`src/rtl/i2c_cfg_pkg.sv`:
```
package i2c_cfg_pkg;

  //--------------------------------------------------------------------
  // clock and bus rate defaults
  //--------------------------------------------------------------------
  localparam logic [31:0] clk_freq_def = 32'd50_000_000;  // system clock, Hz
  localparam logic [31:0] i2c_freq_def = 32'd250_000;     // scl rate, Hz

  //--------------------------------------------------------------------
  // counter widths
  //--------------------------------------------------------------------
  // clocks per quarter bit, wide enough for slow scl on a fast clock
  typedef logic [15:0] tick_cnt_t;

  // quarter position inside one phase, longest phase is 40 ticks
  typedef logic [5:0] qtr_cnt_t;

endpackage

```
`src/rtl/i2c_proto_pkg.sv`:
```
package i2c_proto_pkg;

  //--------------------------------------------------------------------
  // bus level types
  //--------------------------------------------------------------------
  typedef logic [6:0]  dev_addr_t;  // 7-bit slave address
  typedef logic [15:0] mem_addr_t;  // eeprom word address
  typedef logic [7:0]  data_t;      // one byte on the wire

  //--------------------------------------------------------------------
  // frame phases, one per byte slot on the bus
  //--------------------------------------------------------------------
  typedef enum logic [2:0] {
    PH_START_ADDR,    // start + dev addr + write bit
    PH_BYTE_WR,       // byte out + slave ack slot
    PH_RESTART_ADDR,  // repeated start + dev addr + read bit
    PH_BYTE_RD,       // byte in + master nack
    PH_STOP           // stop + bus free time
  } phase_e;

  localparam dev_addr_t dev_addr_def = 7'h50;  // 24xx eeprom

  // appended as lsb of the address byte
  localparam logic rw_write_bit = 1'b0;
  localparam logic rw_read_bit  = 1'b1;

endpackage

```
`src/rtl/i2c_phase_if.sv`:
```
`timescale 1ns/1ps

interface i2c_phase_if;
  import i2c_proto_pkg::*;

  // request side, from the decoder
  logic   ph_start;  // one cycle, only while no phase runs
  phase_e ph_kind;   // held until ph_done
  data_t  ph_byte;   // byte to send, held until ph_done

  // response side, from the bit engine
  logic   ph_done;   // one cycle pulse
  data_t  rx_byte;   // byte shifted in by a read phase
  logic   rx_nack;   // ack slot sampled high

  modport decoder (
    output ph_start, ph_kind, ph_byte,
    input  ph_done
  );

  modport engine (
    input  ph_start, ph_kind, ph_byte,
    output ph_done, rx_byte, rx_nack
  );

  modport monitor (
    input ph_start, ph_kind, ph_byte, ph_done, rx_byte, rx_nack
  );

endinterface

```
`src/rtl/i2c_bit_engine.sv`:
```
`timescale 1ns/1ps

module i2c_bit_engine #(
  parameter int unsigned CLK_FREQ = i2c_cfg_pkg::clk_freq_def,
  parameter int unsigned I2C_FREQ = i2c_cfg_pkg::i2c_freq_def
) (
  input  logic        clk,
  input  logic        rst_n,
  input  logic        i_sda,
  output logic        o_scl,
  output logic        o_sda_low,
  i2c_phase_if.engine ph
);
  import i2c_cfg_pkg::*;
  import i2c_proto_pkg::*;

  localparam int unsigned DIV_RAW  = CLK_FREQ / (4 * I2C_FREQ);
  localparam tick_cnt_t   TICK_DIV = (DIV_RAW < 1) ? tick_cnt_t'(1) : tick_cnt_t'(DIV_RAW);

  logic       active;
  tick_cnt_t  div_cnt;
  logic       tick;
  qtr_cnt_t   qtr;
  qtr_cnt_t   last_q;
  qtr_cnt_t   body_q;
  logic       in_pre;
  logic       in_body;
  logic       is_rd;
  logic [3:0] bit_idx;
  logic [1:0] sub;
  logic       data_bit;
  data_t      tx_shift;
  data_t      rx_shift;

  //--------------------------------------------------------------------
  // quarter-bit tick and position inside the phase
  //--------------------------------------------------------------------
  assign tick = active && (div_cnt == TICK_DIV - 1'b1);

  always_ff @(posedge clk or negedge rst_n) begin
    if (!rst_n) begin
      active     <= 1'b0;
      div_cnt    <= '0;
      qtr        <= '0;
      ph.ph_done <= 1'b0;
    end else begin
      ph.ph_done <= 1'b0;
      if (ph.ph_start) begin
        active  <= 1'b1;
        div_cnt <= '0;
        qtr     <= '0;
      end else if (tick) begin
        div_cnt <= '0;
        qtr     <= qtr + 1'b1;
        if (qtr == last_q) begin
          active     <= 1'b0;
          ph.ph_done <= 1'b1;
        end
      end else if (active) begin
        div_cnt <= div_cnt + 1'b1;
      end
    end
  end

  // address phases carry a 4-tick (re)start in front of the byte
  always_comb begin
    in_pre = 1'b0;
    body_q = qtr;
    case (ph.ph_kind)
      PH_START_ADDR, PH_RESTART_ADDR: begin
        last_q = qtr_cnt_t'(39);
        in_pre = (qtr < qtr_cnt_t'(4));
        body_q = qtr - qtr_cnt_t'(4);
      end
      PH_BYTE_WR, PH_BYTE_RD: last_q = qtr_cnt_t'(35);
      default:                last_q = qtr_cnt_t'(15);  // stop
    endcase
  end

  assign is_rd    = (ph.ph_kind == PH_BYTE_RD);
  assign in_body  = (ph.ph_kind != PH_STOP) && !in_pre;
  assign bit_idx  = body_q[5:2];  // 0..7 data, 8 ack slot
  assign sub      = body_q[1:0];
  assign data_bit = (bit_idx < 4'd8);

  //--------------------------------------------------------------------
  // scl / sda waveform
  //--------------------------------------------------------------------
  always_ff @(posedge clk or negedge rst_n) begin
    if (!rst_n) begin
      o_scl      <= 1'b1;  // bus released
      o_sda_low  <= 1'b0;
      ph.rx_nack <= 1'b0;
    end else if (ph.ph_start) begin
      ph.rx_nack <= 1'b0;
    end else if (tick) begin
      if (ph.ph_kind == PH_STOP) begin
        case (qtr)
          qtr_cnt_t'(0): o_sda_low <= 1'b1;  // sda low while scl low
          qtr_cnt_t'(1): o_scl     <= 1'b1;
          qtr_cnt_t'(3): o_sda_low <= 1'b0;  // stop edge, then bus free
          default: ;
        endcase
      end else if (in_pre) begin
        case (qtr[1:0])
          2'd0: o_sda_low <= 1'b0;
          2'd1: o_scl     <= 1'b1;
          2'd2: o_sda_low <= 1'b1;  // start edge with scl high
          2'd3: o_scl     <= 1'b0;
        endcase
      end else begin
        case (sub)
          2'd0: o_sda_low <= !is_rd && data_bit && !tx_shift[7];  // release for ack/nack/rx
          2'd1: o_scl     <= 1'b1;
          2'd2: if (!is_rd && !data_bit) ph.rx_nack <= i_sda;  // slave ack
          2'd3: o_scl     <= 1'b0;
        endcase
      end
    end
  end

  // byte shifting, msb first both ways
  always_ff @(posedge clk) begin
    if (ph.ph_start) begin
      tx_shift <= ph.ph_byte;
    end else if (tick && in_body && data_bit && sub == 2'd3) begin
      tx_shift <= {tx_shift[6:0], 1'b0};
    end
    if (tick && is_rd && data_bit && sub == 2'd2) begin
      rx_shift <= {rx_shift[6:0], i_sda};  // sampled with scl high
    end
  end

  assign ph.rx_byte = rx_shift;

endmodule

```
`src/rtl/i2c_cmd_decode.sv`:
```
`timescale 1ns/1ps

module i2c_cmd_decode #(
  parameter i2c_proto_pkg::dev_addr_t SLAVE_ADDR = i2c_proto_pkg::dev_addr_def
) (
  input  logic                     clk,
  input  logic                     rst_n,
  input  logic                     i_cmd_valid,
  input  logic                     i_cmd_read,
  input  logic                     i_cmd_addr16,
  input  i2c_proto_pkg::mem_addr_t i_cmd_addr,
  input  i2c_proto_pkg::data_t     i_cmd_wdata,
  output logic                     o_cmd_ready,
  output logic                     o_busy,
  i2c_phase_if.decoder             ph
);
  import i2c_proto_pkg::*;

  typedef enum logic [2:0] {
    ST_IDLE,
    ST_START,
    ST_ADDR_HI,
    ST_ADDR_LO,
    ST_WDATA,
    ST_RESTART,
    ST_RDATA,
    ST_STOP
  } state_e;

  state_e    state;
  state_e    next_st;
  logic      accept;
  logic      cmd_read;
  logic      cmd_addr16;
  mem_addr_t cmd_addr;
  data_t     cmd_wdata;

  assign o_cmd_ready = (state == ST_IDLE);
  assign o_busy      = (state != ST_IDLE);
  assign accept      = i_cmd_valid && o_cmd_ready;

  // command capture
  always_ff @(posedge clk) begin
    if (accept) begin
      cmd_read   <= i_cmd_read;
      cmd_addr16 <= i_cmd_addr16;
      cmd_addr   <= i_cmd_addr;
      cmd_wdata  <= i_cmd_wdata;
    end
  end

  //--------------------------------------------------------------------
  // phase sequence
  //--------------------------------------------------------------------
  always_comb begin
    next_st = ST_IDLE;
    case (state)
      ST_START:   next_st = cmd_addr16 ? ST_ADDR_HI : ST_ADDR_LO;
      ST_ADDR_HI: next_st = ST_ADDR_LO;
      ST_ADDR_LO: next_st = cmd_read ? ST_RESTART : ST_WDATA;  // dummy write ends here
      ST_WDATA:   next_st = ST_STOP;
      ST_RESTART: next_st = ST_RDATA;
      ST_RDATA:   next_st = ST_STOP;
      default:    next_st = ST_IDLE;
    endcase
  end

  always_ff @(posedge clk or negedge rst_n) begin
    if (!rst_n) begin
      state       <= ST_IDLE;
      ph.ph_start <= 1'b0;
    end else begin
      ph.ph_start <= 1'b0;
      if (accept) begin
        state       <= ST_START;
        ph.ph_start <= 1'b1;  // first phase right after accept
      end else if (ph.ph_done) begin
        state       <= next_st;
        ph.ph_start <= (next_st != ST_IDLE);
      end
    end
  end

  // phase request follows the state, so it holds for the whole phase
  always_comb begin
    ph.ph_kind = PH_STOP;
    ph.ph_byte = '0;
    case (state)
      ST_START: begin
        ph.ph_kind = PH_START_ADDR;
        ph.ph_byte = {SLAVE_ADDR, rw_write_bit};
      end
      ST_ADDR_HI: begin
        ph.ph_kind = PH_BYTE_WR;
        ph.ph_byte = cmd_addr[15:8];
      end
      ST_ADDR_LO: begin
        ph.ph_kind = PH_BYTE_WR;
        ph.ph_byte = cmd_addr[7:0];
      end
      ST_WDATA: begin
        ph.ph_kind = PH_BYTE_WR;
        ph.ph_byte = cmd_wdata;
      end
      ST_RESTART: begin
        ph.ph_kind = PH_RESTART_ADDR;
        ph.ph_byte = {SLAVE_ADDR, rw_read_bit};
      end
      ST_RDATA:   ph.ph_kind = PH_BYTE_RD;  // nothing to send
      default:    ph.ph_kind = PH_STOP;
    endcase
  end

endmodule

```
`src/rtl/i2c_master_top.sv`:
```
`timescale 1ns/1ps

module i2c_master_top #(
  parameter i2c_proto_pkg::dev_addr_t SLAVE_ADDR = i2c_proto_pkg::dev_addr_def,
  parameter int unsigned              CLK_FREQ   = i2c_cfg_pkg::clk_freq_def,
  parameter int unsigned              I2C_FREQ   = i2c_cfg_pkg::i2c_freq_def
) (
  input  logic                     clk,
  input  logic                     rst_n,

  // command handshake
  input  logic                     i_cmd_valid,
  output logic                     o_cmd_ready,
  input  logic                     i_cmd_read,    // 1 = random read
  input  logic                     i_cmd_addr16,  // 1 = two address bytes
  input  i2c_proto_pkg::mem_addr_t i_cmd_addr,
  input  i2c_proto_pkg::data_t     i_cmd_wdata,

  // result
  output i2c_proto_pkg::data_t     o_rdata,
  output logic                     o_done,
  output logic                     o_nack,
  output logic                     o_busy,

  // i2c bus, sda split into pull-down and sense
  output logic                     o_scl,
  output logic                     o_sda_low,
  input  logic                     i_sda
);

  i2c_phase_if ph_if ();

  //--------------------------------------------------------------------
  // decode -> bit engine -> result
  //--------------------------------------------------------------------
  i2c_cmd_decode #(
    .SLAVE_ADDR (SLAVE_ADDR)
  ) decode_i (
    .clk          (clk),
    .rst_n        (rst_n),
    .i_cmd_valid  (i_cmd_valid),
    .i_cmd_read   (i_cmd_read),
    .i_cmd_addr16 (i_cmd_addr16),
    .i_cmd_addr   (i_cmd_addr),
    .i_cmd_wdata  (i_cmd_wdata),
    .o_cmd_ready  (o_cmd_ready),
    .o_busy       (o_busy),
    .ph           (ph_if.decoder)
  );

  i2c_bit_engine #(
    .CLK_FREQ (CLK_FREQ),
    .I2C_FREQ (I2C_FREQ)
  ) engine_i (
    .clk       (clk),
    .rst_n     (rst_n),
    .i_sda     (i_sda),
    .o_scl     (o_scl),
    .o_sda_low (o_sda_low),
    .ph        (ph_if.engine)
  );

  i2c_result result_i (
    .clk     (clk),
    .rst_n   (rst_n),
    .ph      (ph_if.monitor),
    .o_rdata (o_rdata),
    .o_done  (o_done),
    .o_nack  (o_nack)
  );

endmodule

```
`src/rtl/i2c_result.sv`:
```
`timescale 1ns/1ps

module i2c_result (
  input  logic                 clk,
  input  logic                 rst_n,
  i2c_phase_if.monitor         ph,
  output i2c_proto_pkg::data_t o_rdata,
  output logic                 o_done,
  output logic                 o_nack
);
  import i2c_proto_pkg::*;

  logic frame_start;
  logic stop_done;
  logic ack_slot_done;

  assign frame_start   = ph.ph_start && (ph.ph_kind == PH_START_ADDR);
  assign stop_done     = ph.ph_done && (ph.ph_kind == PH_STOP);
  assign ack_slot_done = ph.ph_done && (ph.ph_kind != PH_BYTE_RD);  // read ends in master nack

  //--------------------------------------------------------------------
  // sticky nack over one frame
  //--------------------------------------------------------------------
  always_ff @(posedge clk or negedge rst_n) begin
    if (!rst_n) begin
      o_nack <= 1'b0;
      o_done <= 1'b0;
    end else begin
      o_done <= stop_done;  // one cycle after the stop phase
      if (frame_start) begin
        o_nack <= 1'b0;
      end else if (ack_slot_done && ph.rx_nack) begin
        o_nack <= 1'b1;
      end
    end
  end

  // read byte
  always_ff @(posedge clk or negedge rst_n) begin
    if (!rst_n) begin
      o_rdata <= '0;
    end else if (ph.ph_done && ph.ph_kind == PH_BYTE_RD) begin
      o_rdata <= ph.rx_byte;
    end
  end

endmodule

```
`config.mk`:
```
export PLATFORM = sky130hd
export DESIGN_NAME = i2c_master_top
export DESIGN_NICKNAME = d
export VERILOG_FILES = /design/src/rtl/i2c_cfg_pkg.sv /design/src/rtl/i2c_proto_pkg.sv /design/src/rtl/i2c_phase_if.sv /design/src/rtl/i2c_bit_engine.sv /design/src/rtl/i2c_cmd_decode.sv /design/src/rtl/i2c_master_top.sv /design/src/rtl/i2c_result.sv
export SDC_FILE = /design/constraint.sdc
export NUM_CORES = 1
export LEC_CHECK = 0
export ABC_AREA = 1
export BUFFER_PORTS_ARGS = -buffer_cell sky130_fd_sc_hd__buf_2
export CORE_MARGIN = 2
export CORE_UTILIZATION = 55
export CTS_BUF_LIST = sky130_fd_sc_hd__clkbuf_8 sky130_fd_sc_hd__clkbuf_16
export DETAILED_ROUTE_END_ITERATION = 10
export PLACE_DENSITY = 0.84
export SYNTH_ARGS = -nofsm -noshare
export SYNTH_HDL_FRONTEND = slang
export SYNTH_SLANG_ARGS = --single-unit
```
`constraint.sdc`:
```
create_clock -name clk -period 2.55 [get_ports clk]
set_input_delay 0.51 -clock clk [delete_from_list [all_inputs] [get_ports clk]]
set_output_delay 0.51 -clock clk [all_outputs]
set_load 0.005 [all_outputs]
```
# --- Word level (Yosys, flattened, before mapping) ---
# Cells that the tools add are included.
word_totals:
  reg_bits: 83
  elab_cells: 141
  out_inout_bits: 14
classes:
  bitwise: 1
  n_addsub: 3
  n_reduce_logical: 46
  order_cmp: 2
  mux: 43
  eq_ne: 28
ops:
  columns: ["cell", "count"]
  rows:
  - ["two-way mux 16 bit", 3]
  - ["case mux 8 bit (5 select lines)", 1]
  - ["two-way mux 1 bit", 25]
  - ["two-way mux 6 bit", 3]
  - ["logical AND 1 bit", 17]
  - ["adder 16 x 1 -> 16 bit (second input constant)", 1]
  - ["== test 16 x 6 -> 1 bit (second input constant)", 1]
  - ["two-way mux 8 bit", 2]
  - ["case mux 3 bit (5 select lines)", 1]
  - ["AND reduction 5 bit", 3]
  - ["nonzero test 2 bit", 7]
  - ["== test 3 x 2 -> 1 bit (second input constant)", 4]
  - ["== test 3 bit (second input constant)", 4]
  - ["case mux 3 bit (4 select lines)", 1]
  - ["case mux 6 bit (2 select lines)", 1]
  - ["nonzero test 3 bit", 4]
  - ["== test 2 bit (second input constant)", 4]
  - ["!= test 4 bit (second input constant)", 2]
  - ["case mux 1 bit (2 select lines)", 4]
  - ["adder 6 x 1 -> 6 bit (second input constant)", 1]
  - ["== test 3 x 1 -> 1 bit (second input constant)", 2]
  - ["== test 6 x 1 -> 1 bit (second input constant)", 1]
  - ["== test 6 x 2 -> 1 bit (second input constant)", 1]
  - ["== test 6 bit", 1]
  - ["other kinds (17)", 29]

# --- Logic depth before layout (Yosys ltp) ---
# Gate-level depths: netlist of run 1.
depth:
  word_depth: 15
  ltp_mapped: 10
  depth_no_buf: 10

# --- By module ---
# Synthesis of run 1 repeated with hierarchy kept, for this count alone.
hier_totals:
  hier_cells: 471
  hier_area_um2: 4124.0
modules_own_cells:
  columns: ["mod", "cells_per_inst", "area_per_inst_um2", "n_inst"]
  rows:
  - ["i2c_bit_engine", 300, 2407.3, 1]
  - ["i2c_cmd_decode", 123, 1302.5, 1]
  - ["i2c_result", 48, 414.1, 1]

# --- Worst setup path after synthesis of run 1 ---
# No wires, ideal clock.
synth_timing:
  kind: "reg-to-reg"
  start: "register engine_i.div_cnt[1]"
  end: "register engine_i.rx_shift[0] (netlist: engine_i.ph.rx_byte[0]), enable pin"
  setup_slack_ns: 0.303
  arrival_ns: 1.853
  path_stages_with_launch: 7
  path_buffers: 0
  required_ns: 2.155
  setup_time_ns: 0.395
  path_cell_list: "dfrtp_1 inv_1 ha_1 nand4_1 nor2_1 nand2_1 nor4_1"
synth_between:
  elab_chain_len: 5
synth_rtl:
  columns: ["item", "line_no", "text"]
  rows:
  - ["start: declaration", "i2c_bit_engine.sv:21", "tick_cnt_t div_cnt;"]
  - ["start signal: assignment", "i2c_bit_engine.sv:60", "div_cnt <= div_cnt + 1'b1;"]
  - ["== test 16 x 6 -> 1 bit", "i2c_bit_engine.sv:38", "assign tick = active && (div_cnt == TICK_DIV - 1'b1);"]
  - ["logical AND 1 bit", "i2c_bit_engine.sv:38", null]
  - ["logical AND 1 bit (3 in a row)", "i2c_bit_engine.sv:129", "if (tick && is_rd && data_bit && sub == 2'd2) begin"]
  - ["end signal: assignment", "i2c_bit_engine.sv:130", "rx_shift <= {rx_shift[6:0], i_sda};"]
  - ["end: declaration", "i2c_bit_engine.sv:33", "data_t rx_shift;"]
# Every way passes these cells.
# A chain may end at the register's enable or synchronous reset.

# --- Final worst setup path of run 1 ---
layout_timing:
  start: "register engine_i.active"
  end: "register engine_i.tx_shift[5], enable pin"
layout_between:
  elab_chain_len: 5
layout_rtl:
  columns: ["item", "line_no", "text"]
  rows:
  - ["start: declaration", "i2c_bit_engine.sv:20", "logic active;"]
  - ["start signal: assignment", "i2c_bit_engine.sv:42", "active <= 1'b0;"]
  - ["start signal: assignment", "i2c_bit_engine.sv:49", "active <= 1'b1;"]
  - ["start signal: assignment", "i2c_bit_engine.sv:56", "active <= 1'b0;"]
  - ["logical AND 1 bit", "i2c_bit_engine.sv:38", null]
  - ["logical AND 1 bit (3 in a row)", "i2c_bit_engine.sv:126", "end else if (tick && in_body && data_bit && sub == 2'd3) begin"]
  - ["nonzero test 2 bit (no source line)", null, null]
  - ["end signal: assignment", "i2c_bit_engine.sv:125", "tx_shift <= ph.ph_byte;"]
  - ["end signal: assignment", "i2c_bit_engine.sv:127", "tx_shift <= {tx_shift[6:0], 1'b0};"]
  - ["end: declaration", "i2c_bit_engine.sv:32", "data_t tx_shift;"]
# Every way passes these cells.

==> results of run 1 <==
==> worst paths after layout <==
path,start,endpoint
max,engine_i.active$_DFFE_PN0P_,engine_i.tx_shift[5]$_DFFE_PP_
min,rst_n,engine_i.div_cnt[9]$_DFFE_PN0P_
max reg2reg,engine_i.active$_DFFE_PN0P_,engine_i.tx_shift[5]$_DFFE_PP_
min reg2reg,engine_i.ph.rx_byte[6]$_DFFE_PP_,engine_i.ph.rx_byte[7]$_DFFE_PP_
max in group asynchronous,rst_n,engine_i.div_cnt[0]$_DFFE_PN0P_
min in group clk,i_cmd_addr[11],decode_i.cmd_addr[11]$_DFFE_PP_
==> metrics by stage <==
step / instance area [sq um] / worst slack, ns / utilization
after global placement: 4150 / 0.734 / 0.614
after detailed placement: 4150 / 0.617 / 0.614
after floorplan: 3840 / 0.303 / -
after global routing: 4350 / 0.376 / 0.644
after CTS: 4350 / 0.610 / 0.644
final: 4350 / 0.576 / 0.644
==> power by group <==
part | internal [uW] | switching [uW] | total (uW)
sequential | 1650 | 140 | 1790
clock | 457 | 489 | 946
combinational | 288 | 592 | 881
total | 2400 | 1220 | 3620
==> Yosys cell counts (2+ instances only) <==
library cell	number
nand2_1	88
nor2_1	46
inv_1	43
edfxtp_1	42
dfrtp_1	40
nand3_1	25
o21ai_0	19
a21oi_1	14
nand4_1	10
mux2_2	8
nor3_1	8
a31oi_1	7
ha_1	6
inv_2	4
nor2_2	4
o31ai_1	4
buf_4	3
clkbuf_1	3
nand2_2	3
a211oi_1	2
a21o_1	2
nand3b_1	2
nor2_4	2
nor4_1	2
xor2_1	2
==> kinds of logic after synthesis <==
group	count (synthesis)
adder cells (fa/ha/maj)	6
XOR/XNOR	3
AND/OR/NAND/NOR	193
flip-flops	83
AO/OA/AOI/OAI	52
multiplexers	8
buffers and inverters	54
==> registers in the layout (all words and copies together) (netlist names), 3 cells and up <==
register	flops
decode_i.cmd_addr	16
decode_i.cmd_wdata	8
decode_i.state	3
engine_i.div_cnt	16
engine_i.ph.rx_byte	8
engine_i.qtr	6
engine_i.tx_shift	8
result_i.o_rdata	8
==> area by class of cell <==
type	count	area, sq um
clock inverters	7	75.1
multi-input cells	262	1340
inverters	48	180
clock buffers	9	124
repair buffers	47	245
flip-flops and latches	83	2290
fillers	515	2410
well taps	80	100
==> critical path: stages, from the launching register on <==
cell     delay, ns
dfrtp_1       0.50
inv_2         0.12
nor2_2        0.12
nand2_1       0.07
nor2_1        0.18
nand3_1       0.19
o31ai_1       0.28
buf_4         0.22
==> routing by layer <==
metal	GRT usage	vias up	share of wire
li1	-	1449	-
met5	0	-	0
met1	0.278	1343	0.44
met3	0.0415	18	0.061
met2	0.336	102	0.47
met4	0.109	0	0.026
==> results.rst, run 1 <==
.. list-table::
   :header-rows: 1

   * - Metric
     - Value
   * - Async set or reset register ratio after synthesis
     - 0.494
   * - Largest net degree at the start of global routing
     - 42
   * - CTS tree
     - done
   * - Proportion of synthesized chip area in sequential cells
     - 0.596
   * - Synth top area cells
     - edfxtp_1 33%, dfrtp_1 26%, nand2_1 8.6%, nor2_1 4.5%, inv_1 4.2%
   * - #FFs+latches synth
     - 83
   * - Worst vdd rail ir drop
     - approximately 0.56 mV
   * - Period utilization
     - 0.774
   * - Post-synthesis share of cell area spent on xor and xnor gates
     - 0.00684
   * - Number of buffers between clock root and the deepest sink
     - 2
   * - Placed instance count
     - 520
   * - Reg clk slew, reported paths
     - 0.09 ns
   * - Clock Sink Count
     - 83
   * - Setup clock skew after layout
     - approximately 0.0074 ns
   * - Number of vias in the routed layout
     - 2912
   * - Endpoint type of the worst setup path
     - flop
   * - Residual DRC count
     - 0
   * - First-pass GRT wire length
     - between 10000 and 15000 microns
   * - Mean area per synthesized cell
     - roughly 9.6 sq um
   * - Max Slew Vio Count
     - 0
   * - Total design power
     - ~3600 uW
   * - Synthesized cell area
     - between 3000 and 4000 sq um
   * - Share of final-layout standard cells stronger than drive strength 1
     - 0.189
   * - Synthesis warning total
     - 0
   * - Number of CTS-inserted buffers
     - 9
   * - Sum of net half-perimeters after detailed placement
     - approximately 5300 microns
   * - Static leakage power
     - just under 0.002 uW
   * - Fmax
     - roughly 500 MHz
   * - Worst Tran Pin Value
     - around 0.9 ns
   * - Worst hold path type
     - in2async
   * - Crit path arrival time
     - 2.04 ns
   * - Outcome
     - finished clean
   * - Post-synth EDFFs
     - 42
   * - Total of endpoints with negative setup slack in the final report
     - 0
   * - Reg2reg path depth
     - 7
   * - Diode insertion count for antenna repair
     - 0
   * - Setup TNS after final layout
     - 0 ns
   * - Cell type contributing the most total cell area after synthesis
     - edfxtp_1
   * - Hold-fix buffer count after cts
     - 0
   * - Die Outline Area
     - 7670 sq um
   * - Area fraction of the dominant cell type after synthesis
     - 0.328
   * - Basic-gate share of the synthesized area counting and, or, nand and nor cells
     - 0.221
   * - Net count after synthesis
     - 435
   * - Top Ports
     - between 40 and 50
   * - Source-to-sink clock delay at the later pin of the worst-skew pair
     - ~0.36 ns
   * - Vias in the first global route
     - around 2700
   * - Global placement routability congestion
     - 0.878
   * - Total routing usage reported by global routing
     - 0.211
   * - Vertical extent of the die
     - between 80 and 90 microns
   * - Initial antenna violation count
     - 0
   * - CTS root buf
     - clkbuf_8
   * - Residual antenna-violating net count after detailed routing
     - 0
   * - DR pass1 iterations
     - 5
   * - Critical path data required time
     - approximately 2.6 ns
   * - Largest family of logic cells by synthesized area
     - simple AND/OR/NAND/NOR gates
   * - WS Path Type
     - reg2reg
   * - Highest net fanout along the worst path
     - 8
   * - Number of setup buffers added after CTS
     - 0
   * - # resized after CTS
     - 0
   * - Pwr per Cell Area
     - around 830 nW/um^2
   * - Post-synth cell types
     - 35
   * - Share of the synthesized area in compound gates (AO/OA/AOI/OAI)
     - 0.0775
   * - Leading register cell type out of synthesis
     - edfxtp_1
   * - Synthesis-to-finish area growth
     - 13.3%
   * - Number of standard cells after synthesis
     - around 400
   * - Reported max-cap violation count
     - 0
   * - Maximum level of the CTS H-tree
     - 3
   * - First-iteration detailed-routing DRC count
     - approximately 190
   * - Die extent in x
     - 87.6 microns
   * - Remaining Overflow, GRT
     - 0
   * - Final worst hold slack
     - ~0.29 ns
   * - Arithmetic-cell share of the synthesized area counting full adders, half adders and majority gates
     - 0.0196
   * - Placeable Area
     - about 6800 sq um
   * - Final Hold Fails
     - 0
   * - IO Port Bufs
     - 43
   * - Max-slew headroom at the worst pin
     - 0.383
   * - Filler-free cell count of the finished design
     - 536
   * - Total Nets Final
     - around 500
   * - Routed len/inst
     - 13.9 microns
   * - Leading cell type in the layout, fill and taps excluded
     - nand2_1
   * - Post-DR vias/cell
     - around 5.4
   * - RSZ-0062 raised after global routing
     - false
   * - Number of standard-cell rows in the floorplan
     - 30
   * - Total wirelength of the detailed-routed design
     - between 7000 and 8000 microns
   * - Multiplexer share of the synthesized area
     - 0.0235
   * - Commonest non-fill, non-tap cells in the layout
     - 88 x nand2_1, 46 x nor2_1, 43 x inv_1, 43 x buf_2, 42 x edfxtp_1
   * - Initial cell density of the core
     - 0.568
   * - Internal reg-to-reg setup slack
     - 0.58 ns
   * - Time the final worst path needs with I/O delays and setup
     - a little under 2 ns
   * - Worst setup SP type
     - flop
Note: power is estimated with default switching activity, not from simulation.
==> run 2, diff against run 1 <==
--- a/config.mk
+++ b/config.mk
@@ -5,13 +5,13 @@
 export SDC_FILE = /design/constraint.sdc
 export NUM_CORES = 1
 export LEC_CHECK = 0
-export ABC_AREA = 1
+export ABC_AREA = 0
 export BUFFER_PORTS_ARGS = -buffer_cell sky130_fd_sc_hd__buf_2
 export CORE_MARGIN = 2
-export CORE_UTILIZATION = 55
+export CORE_UTILIZATION = 52
 export CTS_BUF_LIST = sky130_fd_sc_hd__clkbuf_8 sky130_fd_sc_hd__clkbuf_16
 export DETAILED_ROUTE_END_ITERATION = 10
-export PLACE_DENSITY = 0.84
+export PLACE_DENSITY = 0.83
 export SYNTH_ARGS = -nofsm -noshare
 export SYNTH_HDL_FRONTEND = slang
 export SYNTH_SLANG_ARGS = --single-unit
==> constraint.sdc (replaced) <==
create_clock -name clk -period 1.8 [get_ports clk]
set_input_delay 0.36 -clock clk [delete_from_list [all_inputs] [get_ports clk]]
set_output_delay 0.36 -clock clk [all_outputs]
set_load 0.005 [all_outputs]
==> run 2 against run 1 <==
  * The run now ends with setup timing left
  * Clock-buffer cell count stayed put
  * Synthesized area is 2.8% lower
  * Routed wire length is 3.4% higher
  * Combinational power is 94% lower
  * Sequential cell count stayed put
  * Hold slack worse by 0.22 ns
  * Synthesized cell count is 22% lower
  * Final area is 10% higher
  * Via count is 4.3% lower
  * Largest power group unchanged
==> results.rst, run 2 <==
.. list-table::
   :header-rows: 1

   * - Metric
     - Value
   * - RSZ-0062 raised after global routing
     - true
   * - Maximum level of the CTS H-tree
     - 3 (unchanged)
   * - Setup clock skew after layout
     - 0.0107 ns (+0.00333 ns)
   * - Psw
     - 707 uW (-42%)
   * - Placeable Area
     - 6870 sq um (+1.7%)
   * - Die Outline Area
     - 7870 sq um (+2.7%)
   * - #FFs+latches synth
     - 83 (unchanged)
   * - Post-synthesis share of cell area spent on xor and xnor gates
     - 0.0493 (+0.0424)
   * - Total routing usage reported by global routing
     - 0.205 (-0.00658)
   * - CP top delay family
     - simple AND/OR/NAND/NOR gates
   * - Basic-gate share of the synthesized area counting and, or, nand and nor cells
     - 0.159 (-0.0621)
   * - Total wirelength of the detailed-routed design
     - 7680 microns (+3.4%)
   * - First-pass GRT wire length
     - 12400 microns (+0.50%)
   * - CTS root buf
     - clkbuf_8
   * - Worst hold path type
     - in2async
   * - Async set or reset register ratio after synthesis
     - 0.494 (unchanged)
   * - Initial antenna violation count
     - 0 (unchanged)
   * - CP peak stage delay
     - 0.40 ns (-0.10 ns)
   * - Remaining Overflow, GRT
     - 0 (unchanged)
   * - Pwr per Cell Area
     - 702 nW/um^2 (-16%)
   * - Mean area per synthesized cell
     - 12.0 sq um (+25%)
   * - Failing checks
     - setup timing
   * - Commonest cells post-synth
     - 42 x edfxtp_1, 40 x dfrtp_1, 35 x nor2_1
   * - Share of the synthesized area in compound gates (AO/OA/AOI/OAI)
     - 0.0841 (+0.00657)
   * - Switching fraction of total power
     - 0.210 (-0.127)
   * - Highest net fanout along the worst path
     - 8 (unchanged)
   * - Total of endpoints with negative setup slack in the final report
     - 25 (+25)
   * - Total design power
     - 3370 uW (-7.0%)
   * - Area fraction of the dominant cell type after synthesis
     - 0.338 (+0.00936)
   * - Cells along the critical path
     - inv_1, ha_1, nor4b_2, nand4_1, or2_4, o31ai_4, buf_6
   * - Largest family of logic cells by synthesized area
     - simple AND/OR/NAND/NOR gates
   * - Vertical extent of the die
     - 88.7 microns (+1.3%)
   * - Top Registers
     - decode_i.cmd_addr x16, engine_i.div_cnt x16
   * - Largest net degree at the start of global routing
     - 42 (unchanged)
   * - Critical path data required time
     - 1.86 ns (-0.76 ns)
   * - Time the final worst path needs with I/O delays and setup
     - 2.00 ns (+0.0267 ns)
   * - Worst setup SP type
     - flop
   * - Hold-fix buffer count after cts
     - 0 (unchanged)
   * - Max Slew Vio Count
     - 0 (unchanged)
   * - Post-synth EDFFs
     - 42 (unchanged)
   * - Internal power
     - 2660 uW (+11%)
   * - Period utilization
     - 1.11 (+0.337)
   * - Multiplexer share of the synthesized area
     - 0.0456 (+0.0221)
   * - Fmax
     - 500 MHz (-1.3%)
   * - CTS tree
     - done
   * - Clock Sink Count
     - 83 (unchanged)
   * - Cell type contributing the most total cell area after synthesis
     - edfxtp_1
   * - DR pass1 iterations
     - 4 (-1)
   * - Core Util, Final
     - 0.698 (+0.0541)
   * - Leading register cell type out of synthesis
     - edfxtp_1
   * - Residual DRC count
     - 0 (unchanged)
   * - Arithmetic-cell share of the synthesized area counting full adders, half adders and majority gates
     - 0.0201 (+0.000557)
   * - Global placement routability congestion
     - 0.821 (-6.5%)
   * - Max-slew headroom at the worst pin
     - 0.651 (+0.267)
   * - Leading cell type in the layout, fill and taps excluded
     - buf_2
   * - Share of final-layout standard cells stronger than drive strength 1
     - 0.368 (+0.179)
   * - Critical-path top delay cell
     - dfrtp_1
   * - Number of vias in the routed layout
     - 2788 (-4.3%)
   * - Number of buffer and inverter instances along the worst setup path
     - 2 (unchanged)
   * - Post-DR vias/cell
     - 5.53 (+1.8%)
   * - Static leakage power
     - 0.00212 uW (+7.3%)
   * - Synth top area cells
     - edfxtp_1 34%, dfrtp_1 27%, nor2_1 3.5%, xor2_1 2.6%, mux2_2 2.4%
   * - Cell area after layout
     - 4790 sq um (+10%)
   * - Total Nets Final
     - 439 (-9.9%)
   * - Worst setup slack after layout
     - -0.201 ns (-0.777 ns)
   * - Placed Instance Area
     - 4410 sq um (+6.1%)
   * - First-iteration detailed-routing DRC count
     - 301 (+61%)
   * - Most frequent cell after synthesis
     - edfxtp_1
   * - Number of buffers between clock root and the deepest sink
     - 2 (unchanged)
   * - Net count after synthesis
     - 347 (-20%)
   * - Reg clk slew, reported paths
     - 0.09 ns (about the same)
   * - Final Hold Fails
     - 0 (unchanged)
   * - Top Ports
     - 44 (unchanged)
   * - Post-synth cell types
     - 45 (+29%)
   * - Outcome
     - finished, violations left
   * - Source-to-sink clock delay at the later pin of the worst-skew pair
     - 0.35 ns (about the same)
   * - Clock Power Share
     - 0.395 (+0.134)
   * - Routed len/inst
     - 15.2 microns (+9.9%)
   * - Vias in the first global route
     - 2817 (+4.1%)
   * - Commonest non-fill, non-tap cells in the layout
     - 43 x buf_2, 42 x edfxtp_1, 42 x buf_4, 40 x dfrtp_1, 34 x nor2_1
   * - Diode insertion count for antenna repair
     - 0 (unchanged)
   * - Worst vdd rail ir drop
     - 0.589 mV (+5.6%)
   * - Number of standard-cell rows in the floorplan
     - 30 (unchanged)
   * - Worst Tran Pin Value
     - 0.524 ns (-0.401 ns)
   * - IO Port Bufs
     - 43 (unchanged)
   * - Residual antenna-violating net count after detailed routing
     - 0 (unchanged)
   * - Synthesized cell area
     - 3730 sq um (-2.8%)
   * - Proportion of power drawn by flip-flops and latches
     - 0.591 (+0.096)
   * - Crit path arrival time
     - 2.06 ns (+0.02 ns)
   * - Number of standard cells after synthesis
     - 311 (-22%)
   * - Die extent in x
     - 88.7 microns (+1.3%)
   * - Number of CTS-inserted buffers
     - 9 (unchanged)
   * - Proportion of synthesized chip area in sequential cells
     - 0.613 (+0.0170)
   * - Reported max-cap violation count
     - 0 (unchanged)
   * - Fraction of power consumed by combinational cells
     - 0.015 (-0.228)
   * - Endpoint type of the worst setup path
     - flop
   * - Initial cell density of the core
     - 0.544 (-0.0248)
   * - Synthesis warning total
     - 0 (unchanged)
   * - Synthesis-to-finish area growth
     - 28.4%
   * - WS Path Type
     - reg2reg
   * - Sum of net half-perimeters after detailed placement
     - 5050 microns (-4.3%)
run 2: cell count changes after synthesis, sizes merged, moves of 5 or more:
cell	before	now
xnor2	1	10
nor2	52	36
nand3	26	10
xor2	2	11
inv	47	10
nand2	91	21
buf	3	8
nand2b	0	6
mux2i	0	8
o2bb2ai	0	6
o21ai	20	5
nand4	10	4
run 2: layer usage:
metal / routed length, microns / up-vias / track usage
met4: 177 / 0 / 0.0868
met1: 3230 / 1360 / 0.261
li1: - / 1298 / -
met2: 3870 / 108 / 0.344
met5: 0 / - / 0
met3: 405 / 22 / 0.0382
run 2: timing repair:
action	CTS	global route
setup endpoints to repair	25	41
resized for setup	13	14
cloned	0	1
pin swaps	3	10
buffers inserted	6	4
run 2: stage by stage:
stage | TNS [ns] | cells | hold WS (ns) | setup WS, ns
floorplan | -1.16 | 311 | 0.0644 | -0.144
CTS | -1.11 | 500 | 0.0853 | -0.122
global placement | -1.95 | 478 | 0.425 | -0.188
global route | -9.63 | 504 | 0.107 | -0.375
detailed placement | -1.56 | 478 | 0.441 | -0.167
finish | -3.81 | 504 | 0.0714 | -0.201
run 2: cells by family after synthesis:
family	count (synthesis)
AO/OA/AOI/OAI	48
XOR/XNOR	21
adder cells (fa/ha/maj)	6
buffers and inverters	25
flip-flops	83
multiplexers	16
AND/OR/NAND/NOR	112
run 2: worst paths after layout:
kind / startpoint / end / slack [ns] / cells after the start
worst min-delay path: rst_n / result_i.o_rdata[4]$_DFFE_PN0P_ / 0.07 / 2
worst max-delay path: engine_i.div_cnt[1]$_DFFE_PN0P_ / engine_i.tx_shift[5]$_DFFE_PP_ / -0.20 / 7
worst min register to register: engine_i.ph.rx_byte[3]$_DFFE_PP_ / engine_i.ph.rx_byte[4]$_DFFE_PP_ / 0.46 / 0
worst max register to register: engine_i.div_cnt[1]$_DFFE_PN0P_ / engine_i.tx_shift[5]$_DFFE_PP_ / -0.20 / 7
max in group asynchronous: rst_n / engine_i.o_scl$_DFFE_PN1P_ / 1.35 / 2
min in group clk: i_cmd_wdata[7] / decode_i.cmd_wdata[7]$_DFFE_PP_ / 0.18 / 1
run 2: power by group through the flow:
stage          Combinational [uW]  Clock (uW)  Sequential (uW)
2_1_floorplan               0.171           0             2030
3_3_place_gp                 48.8           0             2030
3_5_place_dp                 50.9           0             2030
4_1_cts                      51.0        1340             1990
5_1_grt                      58.4        1430             1990
6_report                     49.4        1330             1990
run 2: layout make-up:
class,count,area [sq um]
inverters,10,37.5
fillers,486,2070
clock inverters,7,76.3
well taps,96,120
repair buffers,95,669
clock buffers,9,124
flip-flops and latches,83,2290
multi-input cells,204,1480
==> run 3, diff against run 2 <==
--- a/config.mk
+++ b/config.mk
@@ -12,6 +12,7 @@
 export CTS_BUF_LIST = sky130_fd_sc_hd__clkbuf_8 sky130_fd_sc_hd__clkbuf_16
 export DETAILED_ROUTE_END_ITERATION = 10
 export PLACE_DENSITY = 0.83
+export SKIP_CTS_REPAIR_TIMING = 1
 export SYNTH_ARGS = -nofsm -noshare
 export SYNTH_HDL_FRONTEND = slang
 export SYNTH_SLANG_ARGS = --single-unit
==> run 3 against run 2 <==
  * Core utilization decreased by 0.20 points
  * Non-clock buffer count fell by 1
  * Critical endpoint is now engine_i.o_sda_low$_DFFE_PN0P_
  * The flow still finishes with violations (setup timing)
  * Critical path type unchanged
  * Clock power about the same
  * Clock skew shrank 0.0021 ns
  * Sequential cell count is the same
  * Largest power group unchanged
  * Register-to-register slack improved by 0.02 ns
  * Routed wire length is 1.3% higher
  * Cell count down 0.20%
  * Critical path depth is 1 higher
  * Worst setup slack improved by 0.019 ns
==> results.rst, run 3 (same netlist as run 2, synthesis figures left out) <==
.. list-table::
   :header-rows: 1

   * - Metric
     - Value
   * - Outcome
     - finished, violations left
   * - Failing checks
     - setup timing
   * - Clock Sink Count
     - 83 (unchanged)
   * - Period utilization
     - 1.10 (-0.0104)
   * - Placed Instance Area
     - 4410 sq um (unchanged)
   * - Total wirelength of the detailed-routed design
     - 7780 microns (+1.3%)
   * - Global placement routability congestion
     - 0.821 (unchanged)
   * - First-iteration detailed-routing DRC count
     - 191 (-37%)
   * - Share of final-layout standard cells stronger than drive strength 1
     - 0.356 (-0.0114)
   * - Critical path data required time
     - 2.03 ns (+0.17 ns)
   * - Max Slew Vio Count
     - 0 (unchanged)
   * - Placed instance count
     - 478 (unchanged)
   * - First-pass GRT wire length
     - 12100 microns (-2.1%)
   * - IO Port Bufs
     - 43 (unchanged)
   * - Sum of net half-perimeters after detailed placement
     - 5050 microns (unchanged)
   * - Initial antenna violation count
     - 0 (unchanged)
   * - Worst setup SP type
     - flop
   * - Place WS
     - -0.167 ns (unchanged)
   * - Top Ports
     - 44 (unchanged)
   * - Filler-free cell count of the finished design
     - 503 (-0.20%)
   * - CP top delay family
     - buffers and inverters
   * - Die extent in x
     - 88.7 microns (unchanged)
   * - WS Path Type
     - reg2reg
   * - DR pass1 iterations
     - 4 (unchanged)
   * - Post-DR vias/cell
     - 5.51 (-0.45%)
   * - Routed len/inst
     - 15.5 microns (+1.5%)
   * - Worst setup slack after layout
     - -0.182 ns (+0.0187 ns)
   * - Cell area after layout
     - 4780 sq um (-0.29%)
   * - Final Hold Fails
     - 0 (unchanged)
   * - Vias in the first global route
     - 2740 (-2.7%)
   * - Critical-path top delay cell
     - dfrtp_1
   * - Highest net fanout along the worst path
     - 6 (-2)
   * - Setup clock skew after layout
     - 0.00861 ns (-0.00209 ns)
   * - Commonest non-fill, non-tap cells in the layout
     - 42 x edfxtp_1, 42 x buf_2, 41 x buf_4, 40 x dfrtp_1, 34 x nor2_1
   * - Largest net degree at the start of global routing
     - 42 (unchanged)
   * - Worst vdd rail ir drop
     - 0.581 mV (-1.4%)
   * - Cells along the critical path
     - nor4bb_2, buf_4, nand4_1, buf_6, a211oi_1, buf_4, a2bb2oi_2, o31ai_1
   * - Number of vias in the routed layout
     - 2770 (-0.65%)
   * - Vertical extent of the die
     - 88.7 microns (unchanged)
   * - Source of the worst register-to-register timing path
     - engine_i.div_cnt[8]$_DFFE_PN0P_
   * - Crit path arrival time
     - 2.21 ns (+0.15 ns)
   * - Number of buffer and inverter instances along the worst setup path
     - 3 (+1)
   * - Critical register-to-register path endpoint
     - engine_i.o_sda_low$_DFFE_PN0P_
   * - Endpoint type of the worst setup path
     - flop
   * - Final worst hold slack
     - 0.0765 ns (+0.00512 ns)
   * - Number of CTS-inserted buffers
     - 9 (unchanged)
   * - CTS tree
     - done
   * - Remaining Overflow, GRT
     - 0 (unchanged)
   * - Worst Tran Pin Value
     - 0.530 ns (+0.00554 ns)
   * - Residual antenna-violating net count after detailed routing
     - 0 (unchanged)
   * - Pwr per Cell Area
     - 704 nW/um^2 (+0.29%)
   * - Placeable Area
     - 6870 sq um (unchanged)
   * - Fmax
     - 505 MHz (+0.94%)
   * - Top Registers
     - decode_i.cmd_addr x16, engine_i.div_cnt x16
   * - Source-to-sink clock delay at the later pin of the worst-skew pair
     - 0.35 ns (about the same)
   * - Maximum level of the CTS H-tree
     - 3 (unchanged)
   * - Die Outline Area
     - 7870 sq um (unchanged)
   * - RSZ-0062 raised after global routing
     - true
   * - CP peak stage delay
     - 0.40 ns (about the same)
   * - Number of standard-cell rows in the floorplan
     - 30 (unchanged)
   * - Max-slew headroom at the worst pin
     - 0.647 (-0.00370)
   * - Time the final worst path needs with I/O delays and setup
     - 1.98 ns (-0.0187 ns)
   * - Number of buffers between clock root and the deepest sink
     - 2 (unchanged)
   * - Residual DRC count
     - 0 (unchanged)
   * - Cell repeated most along the worst path
     - buf_4
   * - Total routing usage reported by global routing
     - 0.200 (-0.00456)
   * - Reg2reg path depth
     - 8 (+1)
   * - CTS root buf
     - clkbuf_8
   * - Worst hold path type
     - in2async
   * - Total Nets Final
     - 438 (-0.23%)
   * - Reg clk slew, reported paths
     - 0.09 ns (about the same)
   * - Diode insertion count for antenna repair
     - 0 (unchanged)
   * - Initial cell density of the core
     - 0.544 (unchanged)
   * - Synthesis-to-finish area growth
     - 28.0%
   * - Internal reg-to-reg setup slack
     - -0.18 ns (+0.02 ns)
   * - Reported max-cap violation count
     - 0 (unchanged)
   * - Total of endpoints with negative setup slack in the final report
     - 24 (-4.0%)
   * - Static leakage power
     - 0.00213 uW (+0.69%)
## run 3: changes by cell type in the layout (fill, tap and decap cells not counted), sizes merged
cell,delta
buf,-1
## run 3: worst max path at each step
stage                                         end                             from  depth (start not counted)
6_report           engine_i.o_sda_low$_DFFE_PN0P_  engine_i.div_cnt[8]$_DFFE_PN0P_                          8
4_1_cts            engine_i.o_sda_low$_DFFE_PN0P_  engine_i.div_cnt[1]$_DFFE_PN0P_                          9
5_1_grt            engine_i.tx_shift[5]$_DFFE_PP_  engine_i.div_cnt[8]$_DFFE_PN0P_                          6
3_5_place_dp       engine_i.tx_shift[3]$_DFFE_PP_  engine_i.div_cnt[1]$_DFFE_PN0P_                          7
3_3_place_gp       engine_i.tx_shift[3]$_DFFE_PP_  engine_i.div_cnt[3]$_DFFE_PN0P_                          6
2_1_floorplan  engine_i.tx_shift[0]$_SDFFCE_PN0P_      engine_i.qtr[4]$_DFFE_PN0P_                          4
## run 3: layout make-up
type / instances / area (sq um)
Fill cell: 487 / 2090
Clock inverter: 7 / 76.3
Inverter: 10 / 37.5
Clock buffer: 9 / 124
Sequential cell: 83 / 2290
Timing Repair Buffer: 94 / 668
Multi-Input combinational cell: 204 / 1470
Tap cell: 96 / 120
## run 3: per-stage QoR
step | utilization | power (uW) | setup TNS [ns]
after global placement | 0.641 | 2080 | -1.95
after CTS | 0.670 | 3380 | -3.23
after detailed placement | 0.641 | 2080 | -1.56
final | 0.696 | 3370 | -2.92
after global routing | 0.696 | 3480 | -6.15
after floorplan | - | 2030 | -1.16
## run 3: report_power, final
group          leakage [uW]  switching [uW]  total [uW]  internal (uW)
sequential         0.000922               0        1990           1990
clock             0.0000958             680        1330            647
combinational       0.00112            27.3        50.5           23.2
total               0.00213             707        3370           2660
## run 3: layer usage
metal	up-vias	routed length (microns)	track usage	share of wire
li1	1297	-	-	-
met1	1353	3240	0.259	0.42
met2	102	3990	0.337	0.51
met3	18	381	0.0364	0.049
met4	0	159	0.0771	0.020
met5	-	0	0	0
